`config.mk`:
```
export PLATFORM = sky130hd
export DESIGN_NAME = iu_ctrl_top
export DESIGN_NICKNAME = d
export VERILOG_FILES = /design/src/source/iu_ctrl_pkg.sv /design/src/source/iu_ex1_fwd_mux.sv /design/src/source/iu_ex1_ex2_pipe.sv /design/src/source/iu_wb_arbiter.sv /design/src/source/iu_retire_ctrl.sv /design/src/source/iu_ctrl_top.sv
export VERILOG_INCLUDE_DIRS = /design/src /design/src/source
export SDC_FILE = /design/constraint.sdc
export NUM_CORES = 1
export LEC_CHECK = 0
export ABC_CLOCK_PERIOD_IN_PS = 1400
export BUFFER_PORTS_ARGS = -buffer_cell sky130_fd_sc_hd__buf_2
export CAP_MARGIN = 10
export CORE_AREA = 2 2 146 148
export CTS_CLUSTER_DIAMETER = 80
export CTS_CLUSTER_SIZE = 8
export DETAILED_ROUTE_END_ITERATION = 6
export DIE_AREA = 0 0 148 150
export SYNTH_ARGS = -nofsm -noshare
export SYNTH_HDL_FRONTEND = slang
export SYNTH_SLANG_ARGS = --single-unit
```
`constraint.sdc`:
```
create_clock -name iu_ex1_fwd_dp_clk -period 1.4 [get_ports iu_ex1_fwd_dp_clk]
set_input_delay 0.28 -clock iu_ex1_fwd_dp_clk [delete_from_list [all_inputs] [get_ports iu_ex1_fwd_dp_clk]]
set_output_delay 0.28 -clock iu_ex1_fwd_dp_clk [all_outputs]
set_load 0.02 [all_outputs]
```
`src/source/iu_ctrl_macros.svh`:
```
// Width constants for the integer unit control block, included by every source file
`ifndef IU_CTRL_MACROS_SVH
`define IU_CTRL_MACROS_SVH

// ====================
// Datapath widths
// ====================

// Result word carried on forward and writeback paths
`define IU_DATA_W 32

// Physical register tag
`define IU_PREG_W 6

// EX1 forward sources: lsu, alu, bju, mul, div
`define IU_FWD_SRC_NUM 5

`endif

```
`src/source/iu_ctrl_pkg.sv`:
```
// Packed struct types shared by the integer unit control RTL and its testbench
`include "iu_ctrl_macros.svh"

package iu_ctrl_pkg;

  // One result on a forward or writeback path
  typedef struct packed {
    logic                  vld;
    logic [`IU_PREG_W-1:0] preg;
    logic [`IU_DATA_W-1:0] data;
  } fwd_bus_t;

  // EX1 one-hot completion flags, lsu in the top bit
  typedef struct packed {
    logic lsu;
    logic alu;
    logic bju;
    logic mul;
    logic div;
  } cmplt_sel_t;

  // Decoder instruction word in EX1
  typedef struct packed {
    logic                  inst_vld;
    logic                  gateclk_vld;
    logic                  alu_sel;
    logic                  mul_sel;
    logic                  wb_vld;
    logic                  rd_pair;
    logic [`IU_PREG_W-1:0] dst_preg;
    logic                  inst_len;
    logic                  split;
    logic                  ipop_int_mask;
    logic                  ipush_mie_en;
    logic                  ipush_spec_fail;
    logic                  tail_int_vld;
  } ex1_inst_t;

  // EX1 completion and interrupt tags to retire
  typedef struct packed {
    logic cmplt;
    logic cmplt_dp;
    logic inst_vld;
    logic inst_len;
    logic split_inst;
    logic ipop_int_mask;
    logic ipush_mie_en;
    logic ipush_spec_fail;
    logic tail_int_vld;
  } rtu_ex1_t;

endpackage

```
`src/source/iu_ex1_fwd_mux.sv`:
```
// EX1 forward source select, driven by the one-hot completion vector from the units
`include "iu_ctrl_macros.svh"

module iu_ex1_fwd_mux (
  input  iu_ctrl_pkg::cmplt_sel_t cmplt_sel,
  input  logic [`IU_PREG_W-1:0]   dst_preg,
  input  logic [`IU_DATA_W-1:0]   alu_rslt,
  input  logic [`IU_DATA_W-1:0]   bju_rslt,
  input  logic [`IU_DATA_W-1:0]   div_data,
  input  logic                    alu_fwd_vld,
  input  logic                    bju_rslt_vld,
  input  logic                    div_fwd_vld,
  input  iu_ctrl_pkg::fwd_bus_t   ag_fwd,
  output iu_ctrl_pkg::fwd_bus_t   ex1_fwd
);

  import iu_ctrl_pkg::*;

  logic [`IU_FWD_SRC_NUM-1:0] sel_vec;

  // Flat view of the flags: lsu, alu, bju, mul, div
  assign sel_vec = cmplt_sel;

  always_comb
  begin
    case (sel_vec)
      5'b10000:
      begin
        // Load address path brings its own tag
        ex1_fwd.vld  = ag_fwd.vld;
        ex1_fwd.preg = ag_fwd.preg;
        ex1_fwd.data = ag_fwd.data;
      end
      5'b01000:
      begin
        ex1_fwd.vld  = alu_fwd_vld;
        ex1_fwd.preg = dst_preg;
        ex1_fwd.data = alu_rslt;
      end
      5'b00100:
      begin
        ex1_fwd.vld  = bju_rslt_vld;
        ex1_fwd.preg = dst_preg;
        ex1_fwd.data = bju_rslt;
      end
      5'b00010:
      begin
        // MUL only reserves the tag here, data comes in EX2
        ex1_fwd.vld  = 1'b0;
        ex1_fwd.preg = dst_preg;
        ex1_fwd.data = alu_rslt;
      end
      5'b00001:
      begin
        ex1_fwd.vld  = div_fwd_vld;
        ex1_fwd.preg = dst_preg;
        ex1_fwd.data = div_data;
      end
      default:
      begin
        ex1_fwd = '0;
      end
    endcase
  end

endmodule

```
`src/source/iu_ex1_ex2_pipe.sv`:
```
// EX1 result qualification and the EX1 to EX2 result register feeding writeback
`include "iu_ctrl_macros.svh"

module iu_ex1_ex2_pipe (
  input  logic                    iu_ex1_fwd_dp_clk,
  input  logic                    cpurst_b,
  input  iu_ctrl_pkg::ex1_inst_t  ex1_inst,
  input  iu_ctrl_pkg::fwd_bus_t   ex1_fwd,
  input  logic                    bju_rslt_vld,
  input  logic                    spec_expt_pending,
  input  logic                    spec_halt_pending,
  input  logic                    warm_up,
  input  logic                    flush,
  output iu_ctrl_pkg::fwd_bus_t   ex2_rslt,
  output logic                    ex2_rd_pair
);

  import iu_ctrl_pkg::*;

  logic                  alu_wb_vld;
  logic                  ex1_rslt_vld;
  logic                  inst_pipe_down;
  logic                  ex2_vld;
  logic [`IU_PREG_W-1:0] ex2_preg;
  logic [`IU_DATA_W-1:0] ex2_data;

  assign alu_wb_vld = ex1_inst.inst_vld & ex1_inst.alu_sel & ex1_inst.wb_vld;

  // No result moves on while retire holds a speculative exception or halt
  assign ex1_rslt_vld = (bju_rslt_vld | alu_wb_vld) &
                        ~(spec_expt_pending | spec_halt_pending);

  // ALU or MUL in EX1 needs its tag in EX2
  assign inst_pipe_down = ex1_inst.inst_vld & (ex1_inst.alu_sel | ex1_inst.mul_sel);

  always_ff @(posedge iu_ex1_fwd_dp_clk or negedge cpurst_b)
  begin
    if (!cpurst_b)
      ex2_vld <= 1'b0;
    else if (flush)
      ex2_vld <= 1'b0;
    else
      ex2_vld <= ex1_rslt_vld;
  end

  always_ff @(posedge iu_ex1_fwd_dp_clk)
  begin
    if (ex1_rslt_vld | warm_up)
      ex2_data <= ex1_fwd.data;
  end

  // Tag also follows ALU and MUL instructions, the MUL result uses it in EX2
  always_ff @(posedge iu_ex1_fwd_dp_clk)
  begin
    if (ex1_rslt_vld | inst_pipe_down | warm_up)
    begin
      ex2_preg    <= ex1_fwd.preg;
      ex2_rd_pair <= ex1_inst.rd_pair;
    end
  end

  assign ex2_rslt.vld  = ex2_vld;
  assign ex2_rslt.preg = ex2_preg;
  assign ex2_rslt.data = ex2_data;

endmodule

```
`src/source/iu_wb_arbiter.sv`:
```
// Fixed priority arbiter for the shared EX2 writeback port wb0 and the LSU and DIV grants
`include "iu_ctrl_macros.svh"

module iu_wb_arbiter (
  input  iu_ctrl_pkg::fwd_bus_t ex2_rslt,
  input  iu_ctrl_pkg::fwd_bus_t lsu_rslt,
  input  iu_ctrl_pkg::fwd_bus_t div_rslt,
  input  logic                  mul_inst_vld,
  input  logic                  mul_rslt_vld,
  input  logic [`IU_DATA_W-1:0] mul_rslt,
  output iu_ctrl_pkg::fwd_bus_t wb0,
  output logic                  ex2_inst_vld,
  output logic                  div_grant,
  output logic                  lsu_grant,
  output logic                  div_vld,
  output logic                  ex2_idle
);

  import iu_ctrl_pkg::*;

  logic lsu_slot_free;
  logic lsu_win;

  // ====================
  // Grants
  // ====================

  // Pipe or MUL in EX2 owns the port this cycle
  assign ex2_inst_vld = ex2_rslt.vld | mul_inst_vld;

  assign lsu_slot_free = ~ex2_inst_vld;
  assign lsu_win       = lsu_rslt.vld & lsu_slot_free;
  assign lsu_grant     = lsu_win;

  // DIV goes last, behind a waiting short load
  assign div_grant = ~ex2_inst_vld & ~lsu_rslt.vld;
  assign div_vld   = div_rslt.vld & div_grant;

  // ====================
  // wb0 select
  // ====================

  always_comb
  begin
    if (ex2_rslt.vld)
    begin
      wb0 = ex2_rslt;
    end
    else if (mul_rslt_vld)
    begin
      // MUL tag was carried down the EX1 pipe
      wb0.vld  = 1'b1;
      wb0.preg = ex2_rslt.preg;
      wb0.data = mul_rslt;
    end
    else if (lsu_win)
    begin
      wb0 = lsu_rslt;
    end
    else if (div_vld)
    begin
      wb0 = div_rslt;
    end
    else
    begin
      wb0 = '0;
    end
  end

  // Nothing writing back and no multiply still in flight
  assign ex2_idle = ~wb0.vld & ~mul_inst_vld;

endmodule

```
`src/source/iu_retire_ctrl.sv`:
```
// Completion and interrupt tag signals for retire, plus the EX1 stall and unit idle flag
`include "iu_ctrl_macros.svh"

module iu_retire_ctrl (
  input  iu_ctrl_pkg::ex1_inst_t ex1_inst,
  input  logic                   alu_cmplt,
  input  logic                   alu_cmplt_dp,
  input  logic                   mul_cmplt,
  input  logic                   mul_cmplt_dp,
  input  logic                   div_cmplt,
  input  logic                   div_cmplt_dp,
  input  logic                   fpu_cmplt,
  input  logic                   fpu_cmplt_dp,
  input  logic                   spec_expt_pending,
  input  logic                   spec_halt_pending,
  input  logic                   div_stall,
  input  logic                   bju_stall,
  input  logic                   bju_no_op,
  input  logic                   div_itering,
  input  logic                   ex2_idle,
  output iu_ctrl_pkg::rtu_ex1_t  rtu_ex1,
  output logic                   ex1_stall,
  output logic                   no_op
);

  import iu_ctrl_pkg::*;

  logic spec_pending;

  assign spec_pending = spec_expt_pending | spec_halt_pending;

  always_comb
  begin
    rtu_ex1.cmplt      = alu_cmplt | mul_cmplt | div_cmplt | fpu_cmplt;
    rtu_ex1.cmplt_dp   = alu_cmplt_dp | mul_cmplt_dp | div_cmplt_dp | fpu_cmplt_dp;
    rtu_ex1.inst_vld   = ex1_inst.gateclk_vld;
    rtu_ex1.inst_len   = ex1_inst.inst_len;
    rtu_ex1.split_inst = ex1_inst.split;
    // Interrupt tags only count when the ALU finishes the instruction
    rtu_ex1.ipop_int_mask   = ex1_inst.ipop_int_mask & alu_cmplt_dp;
    rtu_ex1.ipush_mie_en    = ex1_inst.ipush_mie_en & alu_cmplt_dp & ~spec_pending;
    rtu_ex1.ipush_spec_fail = ex1_inst.ipush_spec_fail & alu_cmplt_dp;
    rtu_ex1.tail_int_vld    = ex1_inst.tail_int_vld & alu_cmplt_dp;
  end

  assign ex1_stall = div_stall | bju_stall;

  // Idle needs EX1 and EX2 empty, BJU quiet and the divider stopped
  assign no_op = ~ex1_inst.inst_vld & ex2_idle & bju_no_op & ~div_itering;

endmodule

```
`src/source/iu_ctrl_top.sv`:
```
// Integer unit control top level, connects forward select, EX2 pipe, writeback and retire
`include "iu_ctrl_macros.svh"

module iu_ctrl_top (
  input  logic                    iu_ex1_fwd_dp_clk,
  input  logic                    cpurst_b,
  input  iu_ctrl_pkg::cmplt_sel_t cmplt_sel,
  input  iu_ctrl_pkg::ex1_inst_t  ex1_inst,
  input  logic [`IU_DATA_W-1:0]   alu_rslt,
  input  logic                    alu_fwd_vld,
  input  logic [`IU_DATA_W-1:0]   bju_rslt,
  input  logic                    bju_rslt_vld,
  input  logic [`IU_DATA_W-1:0]   div_data,
  input  logic                    div_fwd_vld,
  input  iu_ctrl_pkg::fwd_bus_t   ag_fwd,
  input  logic                    spec_expt_pending,
  input  logic                    spec_halt_pending,
  input  logic                    warm_up,
  input  logic                    flush,
  input  iu_ctrl_pkg::fwd_bus_t   lsu_rslt,
  input  iu_ctrl_pkg::fwd_bus_t   div_rslt,
  input  logic                    mul_inst_vld,
  input  logic                    mul_rslt_vld,
  input  logic [`IU_DATA_W-1:0]   mul_rslt,
  input  logic                    alu_cmplt,
  input  logic                    mul_cmplt,
  input  logic                    div_cmplt,
  input  logic                    fpu_cmplt,
  input  logic                    fpu_cmplt_dp,
  input  logic                    div_stall,
  input  logic                    bju_stall,
  input  logic                    bju_no_op,
  input  logic                    div_itering,
  output iu_ctrl_pkg::fwd_bus_t   idu_ex1_fwd,
  output logic                    ex2_rd_pair,
  output iu_ctrl_pkg::fwd_bus_t   wb0,
  output logic                    ex2_inst_vld,
  output logic                    lsu_grant,
  output logic                    div_grant,
  output logic                    div_vld,
  output iu_ctrl_pkg::rtu_ex1_t   rtu_ex1,
  output logic                    ex1_stall,
  output logic                    no_op
);

  import iu_ctrl_pkg::*;

  fwd_bus_t ex2_rslt;
  logic     ex2_idle;

  // EX1 forward select, the completion dp flags double as the select
  iu_ex1_fwd_mux u_fwd_mux (
    .cmplt_sel    (cmplt_sel),
    .dst_preg     (ex1_inst.dst_preg),
    .alu_rslt     (alu_rslt),
    .bju_rslt     (bju_rslt),
    .div_data     (div_data),
    .alu_fwd_vld  (alu_fwd_vld),
    .bju_rslt_vld (bju_rslt_vld),
    .div_fwd_vld  (div_fwd_vld),
    .ag_fwd       (ag_fwd),
    .ex1_fwd      (idu_ex1_fwd)
  );

  iu_ex1_ex2_pipe u_pipe (
    .iu_ex1_fwd_dp_clk (iu_ex1_fwd_dp_clk),
    .cpurst_b          (cpurst_b),
    .ex1_inst          (ex1_inst),
    .ex1_fwd           (idu_ex1_fwd),
    .bju_rslt_vld      (bju_rslt_vld),
    .spec_expt_pending (spec_expt_pending),
    .spec_halt_pending (spec_halt_pending),
    .warm_up           (warm_up),
    .flush             (flush),
    .ex2_rslt          (ex2_rslt),
    .ex2_rd_pair       (ex2_rd_pair)
  );

  iu_wb_arbiter u_wb_arb (
    .ex2_rslt     (ex2_rslt),
    .lsu_rslt     (lsu_rslt),
    .div_rslt     (div_rslt),
    .mul_inst_vld (mul_inst_vld),
    .mul_rslt_vld (mul_rslt_vld),
    .mul_rslt     (mul_rslt),
    .wb0          (wb0),
    .ex2_inst_vld (ex2_inst_vld),
    .div_grant    (div_grant),
    .lsu_grant    (lsu_grant),
    .div_vld      (div_vld),
    .ex2_idle     (ex2_idle)
  );

  iu_retire_ctrl u_retire (
    .ex1_inst          (ex1_inst),
    .alu_cmplt         (alu_cmplt),
    .alu_cmplt_dp      (cmplt_sel.alu),
    .mul_cmplt         (mul_cmplt),
    .mul_cmplt_dp      (cmplt_sel.mul),
    .div_cmplt         (div_cmplt),
    .div_cmplt_dp      (cmplt_sel.div),
    .fpu_cmplt         (fpu_cmplt),
    .fpu_cmplt_dp      (fpu_cmplt_dp),
    .spec_expt_pending (spec_expt_pending),
    .spec_halt_pending (spec_halt_pending),
    .div_stall         (div_stall),
    .bju_stall         (bju_stall),
    .bju_no_op         (bju_no_op),
    .div_itering       (div_itering),
    .ex2_idle          (ex2_idle),
    .rtu_ex1           (rtu_ex1),
    .ex1_stall         (ex1_stall),
    .no_op             (no_op)
  );

endmodule

```
-- Word level (Yosys, flattened, before mapping)
Index checks and enable logic that the tools add are counted.
- equal/unequal tests: 5
- multiplexer cells: 6
- bitwise operators: 37
- operators with widths (operator ; count):
    39-bit case mux with 5 select lines ; 1
    39-bit 2-to-1 mux ; 4
    1-bit bitwise AND ; 16
    1-bit bitwise OR ; 14
    1-bit NOT ; 7
    5-bit by 1-bit == test with 1-bit output, second input constant ; 1
    5-bit by 2-bit == test with 1-bit output, second input constant ; 1
    5-bit by 3-bit == test with 1-bit output, second input constant ; 1
    5-bit by 4-bit == test with 1-bit output, second input constant ; 1
    5-bit == test, second input constant ; 1
    1-bit 2-to-1 mux ; 1
- bits in registers: 40
- input port bits: 288
- output and inout port bits: 94
- word-level logic and storage cells: 52

-- Depth between registers and ports, before layout
- word-level depth: 13
- depth in mapped cells: 6
- gate-level depth less buffers: 3

-- Hierarchy
From an unflattened synthesis, not the netlist that was laid out.
- cells, all modules: 418
- area, all modules: 3656.0 sq um
- by module, submodules not included (module ; instances ; cells each ; area each (sq um) ; sequential area each (sq um)):
    iu_ex1_fwd_mux ; 1 ; 217 ; 1412.6 ; 0.0
    iu_ex1_ex2_pipe ; 1 ; 48 ; 1244.9 ; 1196.1
    iu_wb_arbiter ; 1 ; 142 ; 912.1 ; 0.0
    iu_retire_ctrl ; 1 ; 11 ; 86.3 ; 0.0

-- Worst setup path before layout
Ideal clock, no wire load.
- kind: register -> output
- start: register u_pipe.ex2_vld
- end: output port no_op
- arrival time: 1822 ps
- data required time: 1120 ps
- slack: -702 ps
- stages on the path, launching flop included: 4
- buffers on the path: 0
- path through: dfrtp_1 > nor2_1 > o21ai_0 > nor4_1
- RTL lines (what ; line ; source):
    from (decl) ; iu_ex1_ex2_pipe.sv:23 ; logic ex2_vld;
    from (signal assigned) ; iu_ex1_ex2_pipe.sv:43 ; ex2_vld <= ex1_rslt_vld;
    to (decl) ; iu_ctrl_top.sv:43 ; output logic no_op

==> results_dict.tcl <==
set metrics [dict create \
    routed_wl_um 24700 \
    post-route-period-util_pct 148 \
    worstHoldPathCells 1 \
    synth_compound_area_share_pct 18.0 \
    synth_area_leaders "edfxtp_1 34%, nand3_1 19%, a221oi_1 9.8%" \
    crit_path_start_kind "flip-flop" \
    nets 1190 \
    power_density_nw_per_um2 584 \
    fp.dieW_um 148 \
    grt_pass1_vias 5736 \
    setup_viol 96 \
    cap_violations 0 \
    rows 53 \
    min_period_ps 2070 \
    cts_tree "built" \
    top_usage_layer "met2" \
    gp_congestion 0.902 \
    vias 5729 \
    ys_ff_latch 40 \
    syn_avg_cell_area_um2 8.10 \
    yosysTopAreaCell "edfxtp_1" \
    io_buffers 375 \
    use_met2_pct 34.1 \
    seq_area_frac_synth_pct 35.1 \
    place_hpwl_um 18100 \
    worst_ep_arrival_time_ps 1790 \
    grt_pass1_wl_um 33000 \
    synth_fa_ha_area_share_pct 0 \
    ant_nets 0 \
    synth_top_family_by_area "simple AND/OR/NAND/NOR gates" \
    switchingPower_w 0.00179 \
    pwr-share-clk_pct 22.1 \
    endpoint_kind "output port" \
    switching_share_pct 34.7 \
    cts_max_path_buffers 2 \
    syn_nets 709 \
    h-tree-depth 2 \
    synth_mux_area_share_pct 0 \
    drcViolationCount 0 \
    max_slew_margin_pct 76.4 \
    crit_type "reg -> out" \
    final_common_cell "buf_2" \
    p_seq_share_pct 29.0 \
    yosys_warnings 0 \
    synth-simple-area-share_pct 39.0 \
    grt_start_max_net_pins 33 \
    tns_ps -39830 \
    comb_power_share_pct 49.0 \
    wl_per_cell_um 20.9 \
    hold_start "ex1_inst[12]" \
    min_path_type "in -> reg" \
    use_met3_pct 3.45 \
    dp_slack_ps -567 \
    die_y_um 150 \
    syn-cell-area_um2 3410 \
    max_freq_mhz 483 \
    peakVddDrop_mv 0.430 \
    crit_fanout 6 \
    viasPerCell 4.84 \
    layout_common_cells "293 x buf_2, 108 x buf_6, 93 x nand3_2, 91 x buf_4" \
    violations "negative setup slack" \
    drive_gt1_share_pct 81.7 \
    layout_setup_ws_ps -669 \
    netlist_instances 421 \
    antenna_found_initial 9 \
    initial_core_util_pct 16.5 \
    first_pass_iters 4 \
    yosysUniqueCellTypes 38 \
    synth-xor-area-share_pct 0.257 \
    worst_ep_required_time_ps 1120 \
    status "finished, violations left" \
    hold_viol 0 \
    synth_top_area_share_pct 34.3 \
    drtIter0Drc 314 \
    worstMarginPinSlew_ps 355 \
    track_usage_pct 19.7 \
    rsz0062_at_grt "true" \
    cts.clk_slew.worst_paths_ps 60 \
    slew_viol_final 0 \
    root_buffer "clkbuf_16" \
    io_pins 382 \
    core_region_area_um2 20700 \
    numCtsBuffers 5 \
    dieArea_um2 22200 \
    hold_ws_ps 177 \
    total_leakage_power_nw 3.81 \
    syn2layout_area_growth_pct 158 \
    intPower_w 0.00336 \
    met1_usage_pct 24.5 \
    clock-sinks 40 \
    overflow 0 \
    hold_path_end "u_pipe.ex2_rd_pair" \
]
## logic make-up after synthesis
logic type | after synthesis
buffers and inverters | 53
AOI/OAI and AO/OA | 80
xor gates and xnor gates | 1
DFF | 40
and+or+nand+nor | 247
## state kept, by name, summed over array words and instances, names as in the netlist
register,count
u_pipe.ex2_data,32
u_pipe.ex2_preg,6
u_pipe.ex2_rd_pair,1
u_pipe.ex2_vld,1
## final cells by class
type                            count  area [um^2]
Fill cell                        2000        11900
Timing Repair Buffer              526         4030
Multi-Input combinational cell    328         3080
Sequential cell                    40         1200
Tap cell                          275          344
Clock buffer                        5          125
Clock inverter                      3         17.5
Antenna cell                        5         12.5
Inverter                            1         3.75
## routing by layer
metal,wire length (um),vias up
li1,-,2647
met5,40,-
met3,1530,41
met2,12800,260
met1,9770,2775
met4,544,6
## cells in the mapped netlist
master and number:
nor4b_1 2, or2_2 3, a31oi_1 1, nor4_1 2, nand3_1 130, buf_1 1, dfrtp_1 1, o21ai_0 2
nor3_2 1, clkbuf_2 1, o2bb2ai_1 6, nor4b_2 1, a211oi_2 1, edfxtp_1 39, nor3_1 2, a221oi_1 38
nand2_1 1, xor2_1 1, inv_1 1, nor3b_2 1, nor2_2 1, nand4b_1 2, nor3b_4 1, buf_4 6
nor2_1 48, or3b_2 1, buf_6 1, nor2b_1 1, or2_1 1, buf_2 26, clkbuf_1 17, nor4_4 1
o22ai_1 32, nor3_4 1, or4_1 2, nand4_1 33, nand2b_1 8, and2_1 4
## metrics by stage
stage / cell area, um^2 / total power, W / std cells / util (%)
after floorplan: 3970 / 0.00237 / 421 / -
after global placement: 6830 / 0.00337 / 1128 / 33.0
after detailed placement: 6830 / 0.00339 / 1128 / 33.0
after CTS: 8490 / 0.00503 / 1203 / 41.0
after global routing: 8810 / 0.00538 / 1182 / 42.6
final: 8810 / 0.00515 / 1183 / 42.6
## critical path: stages (launching register included)
cell,delay (ps)
dfrtp_2,460
buf_6,140
nor3b_4,230
buf_4,180
buf_6,140
a221oi_2,60
nor2_2,130
buf_4,160
## what timing repair did
| action | in CTS | in global routing |
|---|---|---|
| endpoints found under the hold margin | 1 | 0 |
| gates resized for setup | 247 | 106 |
| hold buffers | 1 | 0 |
| cloned | 8 | 2 |
| buffers inserted | 70 | 20 |
| setup endpoints to repair | 102 | 111 |
| pin swaps | 88 | 53 |
## power by group through the flow
stage	Clock, W	Sequential (W)	Combinational, W
finish	0.00114	0.00149	0.00252
floorplan	0	0.00149	0.000883
global route	0.00122	0.00150	0.00266
detailed placement	0	0.00151	0.00188
global placement	0	0.00151	0.00186
CTS	0.00119	0.00148	0.00236
## worst max path at each step
| stage | from | end | slack (ps) |
|---|---|---|---|
| finish | u_pipe.ex2_vld | wb0[32] | -670 |
| global route | u_pipe.ex2_vld | wb0[28] | -720 |
| global placement | cmplt_sel[3] | idu_ex1_fwd[19] | -510 |
| detailed placement | cmplt_sel[3] | idu_ex1_fwd[6] | -570 |
| floorplan | u_pipe.ex2_vld | wb0[19] | -240 |
| CTS | u_pipe.ex2_vld | wb0[19] | -670 |
Note: power is estimated with default switching activity, not from simulation.
